<file path="src/source/SlaveDaq_params.svh">
`ifndef SLAVEDAQ_PARAMS_SVH
`define SLAVEDAQ_PARAMS_SVH

//////////////////////////////
// Chip timing in Clk cycles
//////////////////////////////

// ResetB low time after power-on
`define TIME_POWER_RESET 8

// Settling time before triggers are accepted
`define TIME_RESET_START 40

// Extra StartReadout cycles beyond the first
`define TIME_SRO 16

// Wait for the last data after run-enable drops
`define TIME_DRAIN 1600

//////////////////////////////
// Frame markers
//////////////////////////////

`define MARK_TRIG 8'hAA
`define MARK_COUNT 8'hCC
`define WORD_TAIL_HEAD 16'hFF45
`define WORD_TAIL_END 16'h45FF

`endif

</file>
<file path="src/source/SlaveDaqPkg.sv">
package SlaveDaqPkg;

	typedef logic [15:0] DaqWord;     // One word of the readout stream
	typedef logic [23:0] TrigCount;   // Triggers seen in one run
	typedef logic [15:0] DelayCount;  // Window and hold lengths in Clk cycles

	// Sequencer states
	// The order matters: power and count enables are decoded as ranges
	typedef enum logic [3:0] {
		Idle,
		ChipReset,
		PowerOn,
		Release,
		WaitStart,
		Acquire,
		WaitRead,
		StartRead,
		WaitReadDone,
		OnceEnd,
		EmitTrigId,
		Drain,
		EmitTail,
		AllDone
	} SeqState;

endpackage

</file>
<file path="src/source/DaqEventSync.sv">
`timescale 1ns/1ps

module DaqEventSync (
	input  logic Clk,
	input  logic reset_n,
	input  logic AcqStart,
	input  logic ChipSatB,
	input  logic EndReadout,
	output logic AcqTrig,
	output logic ChipFull,
	output logic ReadReady,
	output logic ReadEnd
);

	// Bit 0 AcqStart, bit 1 ChipSatB, bit 2 EndReadout
	localparam logic [2:0] IdleLevels = 3'b010;  // ChipSatB idles high

	logic [2:0] syncA;
	logic [2:0] syncB;
	logic [2:0] prevB;

	//////////////////////////////
	// Two-flop synchronisers
	//////////////////////////////
	always_ff @(posedge Clk or negedge reset_n) begin
		if (!reset_n) begin
			syncA <= IdleLevels;
			syncB <= IdleLevels;
			prevB <= IdleLevels;
		end else begin
			syncA <= {EndReadout, ChipSatB, AcqStart};
			syncB <= syncA;
			prevB <= syncB;  // Last synchronised level for edge detection
		end
	end

	//////////////////////////////
	// Registered edge pulses
	//////////////////////////////
	always_ff @(posedge Clk or negedge reset_n) begin
		if (!reset_n) begin
			AcqTrig   <= 1'b0;
			ChipFull  <= 1'b0;
			ReadReady <= 1'b0;
			ReadEnd   <= 1'b0;
		end else begin
			AcqTrig   <= syncB[0] & ~prevB[0];  // Trigger rising edge
			ChipFull  <= ~syncB[1] & prevB[1];  // Chip saturated
			ReadReady <= syncB[1] & ~prevB[1];  // Saturation released, readout may start
			ReadEnd   <= ~syncB[2] & prevB[2];  // End of readout
		end
	end

endmodule

</file>
<file path="src/source/AcqSequencer.sv">
`timescale 1ns/1ps
`include "SlaveDaq_params.svh"

module AcqSequencer (
	input  logic                   Clk,
	input  logic                   reset_n,
	input  logic                   ModuleStart,
	input  SlaveDaqPkg::DelayCount AcquisitionTime,
	input  SlaveDaqPkg::DelayCount EndHoldTime,
	input  logic                   AcqTrig,
	input  logic                   ChipFull,
	input  logic                   ReadReady,
	input  logic                   ReadEnd,
	input  logic                   Hit,
	input  logic                   EmitDone,
	input  logic                   DataTransmitDone,
	output logic                   ResetB,
	output logic                   StartAcq,
	output logic                   ForceExternalRaz,
	output logic                   StartReadout,
	output logic                   PwrOnA,
	output logic                   PwrOnD,
	output logic                   PwrOnDac,
	output logic                   OnceEnd,
	output logic                   AllDone,
	output logic                   CountClear,
	output logic                   CountEnable,
	output logic                   HitClear,
	output logic                   EmitTrigId,
	output logic                   EmitTail
);

	import SlaveDaqPkg::*;

	SeqState   state;
	DelayCount delayCnt;  // Shared by every timed state
	logic      holdDone;

	// State labels that share a name with a port are taken from the package by scope
	assign holdDone = (state == SlaveDaqPkg::OnceEnd) && (delayCnt >= EndHoldTime);

	//////////////////////////////
	// Pulses to the framer
	//////////////////////////////
	assign CountClear = (state == Idle) && ModuleStart;              // New run
	assign HitClear   = (state == WaitStart) && ModuleStart && AcqTrig;
	assign EmitTrigId = holdDone && Hit;                             // Only after data
	assign EmitTail   = (state == Drain) && (delayCnt >= DelayCount'(`TIME_DRAIN));
	assign CountEnable = state inside {[WaitStart : SlaveDaqPkg::EmitTrigId]};

	//////////////////////////////
	// State decoded outputs
	//////////////////////////////
	assign ForceExternalRaz = ~StartAcq;
	assign PwrOnA   = state inside {[ChipReset : SlaveDaqPkg::OnceEnd]};
	assign PwrOnDac = PwrOnA;   // DAC follows the analogue supply
	assign PwrOnD   = state inside {[PowerOn : SlaveDaqPkg::OnceEnd]};
	assign OnceEnd  = (state == SlaveDaqPkg::OnceEnd);
	assign AllDone  = (state == SlaveDaqPkg::AllDone);  // Held until the host acknowledges

	//////////////////////////////
	// Sequencer FSM
	//////////////////////////////
	always_ff @(posedge Clk or negedge reset_n) begin
		if (!reset_n) begin
			state        <= Idle;
			delayCnt     <= '0;
			ResetB       <= 1'b1;
			StartAcq     <= 1'b0;
			StartReadout <= 1'b0;
		end else begin
			case (state)
				Idle: begin
					if (ModuleStart) begin
						ResetB <= 1'b0;   // Hold the chip digital part in reset
						state  <= ChipReset;
					end
				end
				ChipReset: state <= PowerOn;
				PowerOn: begin
					if (delayCnt < DelayCount'(`TIME_POWER_RESET - 1)) begin
						delayCnt <= delayCnt + 1'b1;
					end else begin
						delayCnt <= '0;
						ResetB   <= 1'b1;
						state    <= Release;
					end
				end
				Release: begin
					if (delayCnt < DelayCount'(`TIME_RESET_START)) begin
						delayCnt <= delayCnt + 1'b1;
					end else begin
						delayCnt <= '0;
						state    <= WaitStart;
					end
				end
				WaitStart: begin
					if (!ModuleStart) begin
						state <= Drain;      // Run stopped by the host
					end else if (AcqTrig) begin
						StartAcq <= 1'b1;
						state    <= Acquire;
					end
				end
				Acquire: begin
					// Window closes on timeout or when the chip is full
					if (ChipFull || (delayCnt >= AcquisitionTime)) begin
						delayCnt <= '0;
						StartAcq <= 1'b0;
						state    <= WaitRead;
					end else begin
						delayCnt <= delayCnt + 1'b1;
					end
				end
				WaitRead: begin
					if (ReadReady) begin
						StartReadout <= 1'b1;
						state        <= StartRead;
					end
				end
				StartRead: begin
					if (delayCnt < DelayCount'(`TIME_SRO)) begin
						delayCnt <= delayCnt + 1'b1;
					end else begin
						delayCnt     <= '0;
						StartReadout <= 1'b0;
						state        <= WaitReadDone;
					end
				end
				WaitReadDone: if (ReadEnd) state <= SlaveDaqPkg::OnceEnd;
				SlaveDaqPkg::OnceEnd: begin
					if (holdDone) begin
						delayCnt <= '0;
						state    <= Hit ? SlaveDaqPkg::EmitTrigId : WaitStart;
					end else begin
						delayCnt <= delayCnt + 1'b1;
					end
				end
				SlaveDaqPkg::EmitTrigId: if (EmitDone) state <= WaitStart;
				Drain: begin
					if (EmitTail) begin
						delayCnt <= '0;
						state    <= SlaveDaqPkg::EmitTail;
					end else begin
						delayCnt <= delayCnt + 1'b1;
					end
				end
				SlaveDaqPkg::EmitTail: if (EmitDone) state <= SlaveDaqPkg::AllDone;
				SlaveDaqPkg::AllDone: if (DataTransmitDone) state <= Idle;
				default: state <= Idle;
			endcase
		end
	end

endmodule

</file>
<file path="src/source/DaqFramer.sv">
`timescale 1ns/1ps
`include "SlaveDaq_params.svh"

module DaqFramer (
	input  logic                Clk,
	input  logic                reset_n,
	input  logic                AcqTrig,
	input  logic                CountClear,
	input  logic                CountEnable,
	input  logic                HitClear,
	input  logic                EmitTrigId,
	input  logic                EmitTail,
	input  SlaveDaqPkg::DaqWord AsicData,
	input  logic                AsicDataValid,
	output SlaveDaqPkg::DaqWord DaqData,
	output logic                DaqDataValid,
	output logic                Hit,
	output logic                EmitDone
);

	import SlaveDaqPkg::*;

	TrigCount   count;
	DaqWord     insWord;
	logic       active;    // Inserting the words after the first
	logic       isTail;
	logic [1:0] wordIdx;
	logic       request;
	logic       sending;
	logic       curTail;
	logic [1:0] curIdx;
	logic       lastWord;
	logic       lastOut;   // Last word is on the output

	assign request  = EmitTrigId | EmitTail;
	assign sending  = request | active;
	assign curTail  = request ? EmitTail : isTail;
	assign curIdx   = request ? 2'd0 : wordIdx;  // First word goes out on the request edge
	assign lastWord = sending && (curIdx == (curTail ? 2'd3 : 2'd1));

	//////////////////////////////
	// Inserted word select
	//////////////////////////////
	always_comb begin
		if (curTail) begin
			case (curIdx)
				2'd0:    insWord = `WORD_TAIL_HEAD;
				2'd1:    insWord = {`MARK_COUNT, count[23:16]};
				2'd2:    insWord = count[15:0];
				default: insWord = `WORD_TAIL_END;
			endcase
		end else begin
			insWord = (curIdx == 2'd0) ? {`MARK_TRIG, count[23:16]} : count[15:0];
		end
	end

	always_ff @(posedge Clk or negedge reset_n) begin
		if (!reset_n) begin
			count        <= '0;
			Hit          <= 1'b0;
			active       <= 1'b0;
			isTail       <= 1'b0;
			wordIdx      <= '0;
			lastOut      <= 1'b0;
			EmitDone     <= 1'b0;
			DaqDataValid <= 1'b0;
		end else begin
			if (CountClear) count <= '0;
			else if (AcqTrig && CountEnable) count <= count + 1'b1;
			if (HitClear) Hit <= 1'b0;
			else if (AsicDataValid) Hit <= 1'b1;  // Any chip data in this acquisition
			lastOut      <= lastWord;
			EmitDone     <= lastOut;
			DaqDataValid <= sending | AsicDataValid;
			if (request) begin
				active  <= 1'b1;
				isTail  <= EmitTail;
				wordIdx <= 2'd1;
			end else if (active) begin
				wordIdx <= wordIdx + 1'b1;
				if (lastWord) active <= 1'b0;
			end
		end
	end

	// Stream register, ASIC data passes with one cycle of latency
	always_ff @(posedge Clk) DaqData <= sending ? insWord : AsicData;

endmodule

</file>
<file path="src/source/SlaveDaqTop.sv">
`timescale 1ns/1ps

module SlaveDaqTop (
	input  logic                   Clk,
	input  logic                   reset_n,
	input  logic                   ModuleStart,
	input  SlaveDaqPkg::DelayCount AcquisitionTime,
	input  SlaveDaqPkg::DelayCount EndHoldTime,
	output logic                   AllDone,
	input  logic                   DataTransmitDone,
	input  logic                   AcqStart,
	input  logic                   ChipSatB,
	input  logic                   EndReadout,
	input  SlaveDaqPkg::DaqWord    AsicData,
	input  logic                   AsicDataValid,
	output logic                   ResetB,
	output logic                   StartAcq,
	output logic                   ForceExternalRaz,
	output logic                   StartReadout,
	output logic                   PwrOnA,
	output logic                   PwrOnD,
	output logic                   PwrOnDac,
	output SlaveDaqPkg::DaqWord    DaqData,
	output logic                   DaqDataValid
);

	logic acqTrig, chipFull, readReady, readEnd;
	logic countClear, countEnable, hitClear, emitTrigId, emitTail;
	logic hit, emitDone;

	//////////////////////////////
	// Input sync, sequencer, framer
	//////////////////////////////
	DaqEventSync u_DaqEventSync (.Clk(Clk), .reset_n(reset_n), .AcqStart(AcqStart),
		.ChipSatB(ChipSatB), .EndReadout(EndReadout), .AcqTrig(acqTrig),
		.ChipFull(chipFull), .ReadReady(readReady), .ReadEnd(readEnd));

	AcqSequencer u_AcqSequencer (.Clk(Clk), .reset_n(reset_n), .ModuleStart(ModuleStart),
		.AcquisitionTime(AcquisitionTime), .EndHoldTime(EndHoldTime), .AcqTrig(acqTrig),
		.ChipFull(chipFull), .ReadReady(readReady), .ReadEnd(readEnd), .Hit(hit),
		.EmitDone(emitDone), .DataTransmitDone(DataTransmitDone), .ResetB(ResetB),
		.StartAcq(StartAcq), .ForceExternalRaz(ForceExternalRaz),
		.StartReadout(StartReadout), .PwrOnA(PwrOnA), .PwrOnD(PwrOnD), .PwrOnDac(PwrOnDac),
		.OnceEnd(), .AllDone(AllDone), .CountClear(countClear), .CountEnable(countEnable),
		.HitClear(hitClear), .EmitTrigId(emitTrigId), .EmitTail(emitTail));

	DaqFramer u_DaqFramer (.Clk(Clk), .reset_n(reset_n), .AcqTrig(acqTrig),
		.CountClear(countClear), .CountEnable(countEnable), .HitClear(hitClear),
		.EmitTrigId(emitTrigId), .EmitTail(emitTail), .AsicData(AsicData),
		.AsicDataValid(AsicDataValid), .DaqData(DaqData), .DaqDataValid(DaqDataValid),
		.Hit(hit), .EmitDone(emitDone));

endmodule

</file>
<file path="config.mk">
export PLATFORM = sky130hd
export DESIGN_NAME = SlaveDaqTop
export DESIGN_NICKNAME = d
export VERILOG_FILES = /design/src/source/SlaveDaqPkg.sv /design/src/source/DaqEventSync.sv /design/src/source/AcqSequencer.sv /design/src/source/DaqFramer.sv /design/src/source/SlaveDaqTop.sv
export VERILOG_INCLUDE_DIRS = /design/src /design/src/source
export SDC_FILE = /design/constraint.sdc
export NUM_CORES = 1
export LEC_CHECK = 0
export ABC_AREA = 1
export BUFFER_PORTS_ARGS = -buffer_cell sky130_fd_sc_hd__buf_2
export CORE_AREA = 2 2 124 90
export CTS_CLUSTER_DIAMETER = 80
export DETAILED_ROUTE_END_ITERATION = 12
export DIE_AREA = 0 0 126 92
export GPL_TIMING_DRIVEN = 1
export PLACE_DENSITY = 0.76
export SKIP_CTS_REPAIR_TIMING = 1
export SLEW_MARGIN = 20
export SYNTH_ARGS = -nofsm -noshare
export SYNTH_HDL_FRONTEND = slang
export SYNTH_SLANG_ARGS = --single-unit
</file>
<file path="constraint.sdc">
create_clock -name Clk -period 2.25 [get_ports Clk]
set_input_delay 0.225 -clock Clk [delete_from_list [all_inputs] [get_ports Clk]]
set_output_delay 0.225 -clock Clk [all_outputs]
set_load 0.02 [all_outputs]
</file>
==> reports/results.tsv, run 1 <==
stage	metric	value	unit
status	status	finished, violations left	
status	failed_checks	negative setup slack	
placed_design	dp_slack	-0.0198	ns
critical_path	rr_worst_depth	15	
timing	finalSetupViolCount	14	
clocking	htreeDepth	3	
global_route	grt_util_all_layers	26.7	%
timing	fin_crit	2.33	ns
clocking	numCtsBuffers	9	
synth	seq_area_frac_synth	36.2	%
timing	skew	0.00696	ns
power_and_ir_drop	p_per_area	1080	nW/um^2
floorplan	ioPinCount	81	
timing	tightest_slew	0.554	ns
timing	grt_setup_unrepaired	true	
floorplan	fp.dieH	92	um
routing	wl	15.6	mm
critical_path	startpoint_type	register	
critical_path	rr_startpoint	u_AcqSequencer.delayCnt[3]$_DFFE_PN0P_	
timing	hold_violations	0	
power_and_ir_drop	finalPower	7.73	mW
floorplan	start_util	53.0	%
job	maxCapViolCount	0	
critical_path	cp-end-kind	register	
global_route	grt_pass1_wl	24.6	mm
critical_path	worst_path_largest_cell_delay	0.43	ns
global_route	grt_start_max_net_pins	48	
placed_design	place.gp.congestion	0.996	
placed_design	port_buffers	80	
cells_and_area	n_antenna_cell	0	
critical_path	cp_max_fo	7	
synth	async_flop_share	81.0	%
cells_and_area	layout_common_cells	169 x nand2_1, 105 x inv_1, 81 x nor2_1	
global_route	grt_overflow_total	0	
global_route	grt_antenna_before_repair	0	
routing	post_drt_wl_per_cell	15.0	um
floorplan	rows	32	
clocking	clkLatencyLatePin	0.35	ns
timing	max_freq	429	MHz
placed_design	postPlaceCellArea	6370	um^2
synth	synthCells	778	
placed_design	placed_cells	1013	
critical_path	path_buf_inv	2	
critical_path	critPathRequiredTime	2.54	ns
routing	avgViaCountPerCell	5.37	
routing	dr.pass1.iters	5	
critical_path	rrSetupSlack	-0.08	ns
power_and_ir_drop	peakVddDrop	0.797	mV
clocking	clock_path_buffers	2	
critical_path	worst-setup-path-type	register to register	
critical_path	crit_chain	ha_4, nand4_1, nor2_2, nor2_1, nand2_2, nand2_2, nand2_2, nand2_4, buf_4, a21oi_4, buf_12, nand2_1, nor2_2, nor2_1, nor2_1	
synth	ys.flop_type	dfrtp_1	
synth	syn_area_per_cell	7.20	um^2
clocking	clock_sinks	84	
placed_design	post-dp-hpwl	11.6	mm
critical_path	slowest_stage	dfrtp_1	
worst_hold_path	hp-start	AsicData[15]	
routing	antenna_left	0	
routing	drc	0	
timing	maxSlewViolCount	0	
synth	synth_cell_types	48	
routing	drt_iter0_markers	572	
timing	slew_headroom	63.1	%
critical_path	worstSetupPathDepth	15	
routing	vias	5581	
floorplan	die_x	126	um
critical_path	timing.rr.end	u_DaqFramer.DaqData[7]$_DFF_P_	
timing	period_share	104	%
floorplan	dieArea	11600	um^2
clocking	clk_pin_slew	0.06	ns
synth	synth_nets	869	
synth	netlist_area	5600	um^2
clocking	cts_tree	done	
critical_path	worstPathArrival	2.62	ns
cells_and_area	instances_no_fill	1040	
synth	ys_ff_latch	84	
floorplan	core-area	10600	um^2
power_and_ir_drop	leakagePower	3.58	nW
cells_and_area	design_area	7150	um^2
critical_path	crit_family	simple AND/OR/NAND/NOR gates	
synth	yosysWarnings	0	
cells_and_area	drive_gt1_share	25.4	%
global_route	first_global_vias	4965	
worst_hold_path	worstHoldEndpoint	u_DaqFramer.DaqData[15]$_DFF_P_	
cells_and_area	area_delta_synth_final	27.6	%
timing	timing.setup.tns	-0.611	ns
clocking	cts-root-buf	clkbuf_16	
cells_and_area	final_common_cell	nand2_1	
synth	synth-edff-count	0	
worst_hold_path	hold_depth	3	
worst_hold_path	hold_path.class	input pin to register	
cells_and_area	layout.nets	990	
timing	worst_slack	-0.0805	ns
## cell families (layout without fill, tap and decap cells)
kind of cell | Yosys count | in the layout | share of synthesized area, %
buf+inv | 133 | 259 | 9.57
flops | 84 | 84 | 36.2
simple gates | 402 | 402 | 32.4
fa+ha+maj | 35 | 35 | 7.82
compound gates | 104 | 104 | 10.9
xor+xnor | 20 | 20 | 3.13
## worst register-to-register path: stages, from the launching register on
cell	delay (ns)
dfrtp_1	0.43
ha_4	0.30
nand4_1	0.15
nor2_2	0.17
nor2_1	0.07
nand2_2	0.09
nand2_2	0.06
nand2_2	0.10
nand2_4	0.08
buf_4	0.14
a21oi_4	0.21
buf_12	0.15
nand2_1	0.08
nor2_2	0.11
nor2_1	0.05
nor2_1	0.08
## registers in the layout, indices dropped and copies added (netlist names), 2 cells and up
register                 cells
u_DaqFramer.count           24
u_DaqEventSync.syncA         3
u_DaqEventSync.prevB         3
u_DaqFramer.DaqData         16
u_AcqSequencer.state         4
u_DaqEventSync.syncB         3
u_DaqFramer.wordIdx          2
u_AcqSequencer.delayCnt     16
## metrics by stage
step / hold WS (ns) / util (%)
after floorplan: -0.0706 / -
after global placement: 0.241 / 60.3
after detailed placement: 0.241 / 60.3
after CTS: -0.132 / 63.6
after global routing: 0.0763 / 67.6
final: 0.0745 / 67.6
## power by group
part	switching [mW]	internal (mW)
Sequential	0.402	1.83
Clock	0.654	1.09
Combinational	2.41	1.34
Total	3.47	4.26
## synthesized netlist by cell type, types with 4 or more instances
cell type / count / area (um^2)
a21oi_1: 31 / 155
buf_2: 4 / 20.0
buf_4: 4 / 30.0
clkbuf_1: 4 / 15.0
dfrtp_1: 64 / 1600
dfstp_2: 4 / 105
dfxtp_1: 16 / 320
ha_1: 35 / 438
inv_1: 107 / 402
inv_2: 10 / 37.5
nand2_1: 181 / 679
nand2_2: 7 / 43.8
nand3_1: 51 / 255
nand4_1: 16 / 100
nor2_1: 93 / 349
nor3_1: 28 / 140
nor4_1: 5 / 31.3
o211ai_1: 7 / 52.6
o21ai_0: 25 / 125
o21ai_1: 20 / 100
o31ai_1: 7 / 52.6
xor2_1: 17 / 149
## area by class of cell
cell class,count,area [um^2]
clock buffers,9,225
clock inverters,7,124
fillers,906,3420
inverters,118,447
multi-input cells,561,3330
flip-flops and latches,84,2030
well taps,136,170
repair buffers,125,823
## worst max-delay path by stage
stage                                           start                         endpoint  slack (ns)
4_1_cts        u_AcqSequencer.delayCnt[1]$_DFFE_PN0P_      u_DaqFramer.Hit$_DFFE_PN0P_       -0.05
5_1_grt        u_AcqSequencer.delayCnt[3]$_DFFE_PN0P_    u_DaqFramer.lastOut$_DFF_PN0_       -0.28
6_report       u_AcqSequencer.delayCnt[3]$_DFFE_PN0P_   u_DaqFramer.DaqData[7]$_DFF_P_       -0.08
3_3_place_gp   u_AcqSequencer.delayCnt[1]$_DFFE_PN0P_      u_DaqFramer.Hit$_DFFE_PN0P_       0.004
3_5_place_dp   u_AcqSequencer.delayCnt[1]$_DFFE_PN0P_      u_DaqFramer.Hit$_DFFE_PN0P_       -0.02
2_1_floorplan  u_AcqSequencer.delayCnt[5]$_DFFE_PN0P_  u_DaqFramer.DaqData[11]$_DFF_P_        0.16
## metal layers
metal / part of all wire [%] / GRT usage (%)
met4: 1.1 / 6.14
met5: 0 / 0
met1: 48 / 42.4
met3: 11 / 7.23
met2: 40 / 35.5
Note: power is estimated with default switching activity, not from simulation.
==> run 2, diff against run 1 <==
Settings changed: ABC_CLOCK_PERIOD_IN_PS from default to 2250, REMOVE_ABC_BUFFERS from default to 1.
==> run 2 against run 1 <==
The flow now finishes without violations. Critical path depth rose by 3. Register-to-register slack improved by 0.12 ns. Worst hold slack improved by 0.0046 ns. Clock skew increased by 0.00075 ns. Total power decreased by 4.7%. Utilization shrank 1.8 points. Design area down 2.7%. Sequential share of layout area rose by 0.78 points. Wire length decreased by 3.5%. Global-route usage shrank 0.30 points. Die area did not move. Critical endpoint is now u_DaqFramer.DaqData[2]$_DFF_P_.
==> reports/results.tsv, run 2 (synthesized netlist as in run 1, its figures left out) <==
stage	metric	value	unit
routing	drt_iter0_markers	554	
timing	maxSlewViolCount	0	
placed_design	postPlaceCellArea	6410	um^2
cells_and_area	final_util	65.8	%
timing	worst_slack	0.0359	ns
timing	finalSetupViolCount	0	
floorplan	die_x	126	um
placed_design	dp_slack	0.0273	ns
routing	drc	0	
clocking	clock_sinks	84	
power_and_ir_drop	peakVddDrop	0.608	mV
timing	max_freq	452	MHz
cells_and_area	final_common_cell	nand2_1	
global_route	grt_start_max_net_pins	29	
cells_and_area	regArea	2030	um^2
clocking	clkLatencyLatePin	0.34	ns
power_and_ir_drop	power.internal	4.01	mW
global_route	grtUsageMet1	43.1	%
cells_and_area	top_regs	u_DaqFramer.count (24), u_AcqSequencer.delayCnt (16), u_DaqFramer.DaqData (16)	
timing	period_share	98.4	%
floorplan	dieArea	11600	um^2
global_route	busiest_layer	met1	
clocking	numCtsBuffers	9	
critical_path	critPathRequiredTime	2.48	ns
placed_design	place.gp.congestion	0.989	
routing	wl	15.1	mm
status	status	finished, final reports clean	
floorplan	core-area	10600	um^2
job	maxCapViolCount	0	
power_and_ir_drop	p_per_area	1060	nW/um^2
timing	hold_violations	0	
global_route	use_met3	6.01	%
cells_and_area	largest_reg_flops	24	
placed_design	placed_cells	1020	
cells_and_area	instances_no_fill	1043	
routing	post_drt_wl_per_cell	14.5	um
clocking	cts-root-buf	clkbuf_16	
critical_path	worst-setup-path-type	register to register	
critical_path	worstPathArrival	2.45	ns
clocking	htreeDepth	3	
clocking	cts_tree	done	
worst_hold_path	hold_path.class	input pin to register	
critical_path	cp_max_fo	7	
global_route	grt_util_all_layers	26.4	%
power_and_ir_drop	combPwrFrac	50.2	%
critical_path	cp-end-kind	register	
global_route	met2_usage	35.3	%
floorplan	ioPinCount	81	
global_route	grt_antenna_before_repair	0	
power_and_ir_drop	switching_share	45.6	%
floorplan	rows	32	
global_route	grt_overflow_total	0	
power_and_ir_drop	leakagePower	3.51	nW
cells_and_area	area_delta_synth_final	24.3	%
cells_and_area	top_register	u_DaqFramer.count	
power_and_ir_drop	switching_power	3.36	mW
timing	tightest_slew	0.514	ns
power_and_ir_drop	seqPwrFrac	30.2	%
timing	skew	0.00771	ns
cells_and_area	n_fill_cell	944	
power_and_ir_drop	finalPower	7.37	mW
power_and_ir_drop	clockPowerShare	19.7	%
cells_and_area	layout.nets	993	
routing	antenna_left	0	
routing	avgViaCountPerCell	5.40	
cells_and_area	n_antenna_cell	0	
cells_and_area	design_area	6960	um^2
routing	vias	5630	
timing	grt_setup_unrepaired	true	
cells_and_area	drive_gt1_share	23.2	%
placed_design	post-dp-hpwl	11.4	mm
clocking	clk_pin_slew	0.07	ns
timing	fin_crit	2.21	ns
global_route	first_global_vias	4957	
clocking	clock_path_buffers	2	
global_route	grt_pass1_wl	24.6	mm
floorplan	start_util	53.0	%
timing	slew_headroom	65.7	%
cells_and_area	multi_input_area	3220	um^2
placed_design	port_buffers	80	
critical_path	startpoint_type	register	
floorplan	fp.dieH	92	um
routing	dr.pass1.iters	6	
cells_and_area	layout_common_cells	174 x nand2_1, 106 x inv_1, 87 x nor2_1	
-- run 2: cell types whose count changed in the layout (fill, tap and decap cells not counted), moves of 3 or more --
cell	previous run	this run
nor2_1	81	87
ha_1	27	30
o21ai_0	19	22
buf_4	34	39
ha_4	8	5
nand2_1	169	174
o21ai_2	5	2
nand2_2	17	13
nor2_2	12	6
clkinv_2	1	4
-- run 2: per-stage QoR --
step	TNS [ns]	hold slack (ns)
CTS	0	-0.152
global route	-2.44	0.0903
floorplan	-1.82	-0.0706
finish	0	0.0790
detailed placement	0	0.212
global placement	0	0.200
-- run 2: path summary, 6_finish.rpt --
| check | endpoint | slack [ns] | startpoint | depth (start not counted) |
|---|---|---|---|---|
| max | u_DaqFramer.DaqData[2]$_DFF_P_ | 0.04 | u_AcqSequencer.delayCnt[6]$_DFFE_PN0P_ | 18 |
| min reg2reg | u_DaqEventSync.syncB[0]$_DFF_PN0_ | 0.35 | u_DaqEventSync.syncA[0]$_DFF_PN0_ | 0 |
| min | u_DaqFramer.DaqData[14]$_DFF_P_ | 0.08 | AsicData[14] | 3 |
| min in group asynchronous | u_DaqFramer.count[23]$_DFFE_PN0P_ | 0.38 | reset_n | 2 |
| max reg2reg | u_DaqFramer.DaqData[2]$_DFF_P_ | 0.04 | u_AcqSequencer.delayCnt[6]$_DFFE_PN0P_ | 18 |
| max in group asynchronous | u_DaqEventSync.syncA[1]$_DFF_PN1_ | 1.11 | reset_n | 3 |
-- run 2: power by group through the flow --
stage / Combinational, mW / Clock, mW / Sequential (mW)
global placement: 3.31 / 0 / 2.19
CTS: 3.39 / 1.47 / 2.17
detailed placement: 3.35 / 0 / 2.20
finish: 3.70 / 1.45 / 2.22
global route: 4.13 / 1.52 / 2.26
floorplan: 2.09 / 0 / 2.24
-- run 2: routing by layer --
metal  vias to the layer above  part of all wire [%]
met5                         -                     0
met4                         0                  0.44
met3                        12                    10
met2                       255                    40
met1                      2582                    49
li1                       2781                     -
-- run 2: layout make-up --
type                       count  share of cell area [%]
multi-input combinational    561                    46.3
timing repair buffer         128                    11.6
sequential                    84                    29.2
inverter                     118                    6.42
clock inverter                 6                   0.809
tap                          136                    2.45
clock buffer                  10                    3.29
-- run 2: worst max-delay path: stages, from the launching register on --
cell and delay (ns):
dfrtp_1 0.40, ha_1 0.28, nand2_1 0.07, inv_2 0.04
nand2_1 0.05, nand2_1 0.04, nor2_1 0.10, nand2_1 0.11
nand2_1 0.09, nand2_2 0.07, nand2_4 0.15, nand3_4 0.14
nor2_4 0.15, buf_6 0.13, nand2_1 0.06, nand2_1 0.06
nand2_1 0.05, nand3_1 0.06, nand2_1 0.05
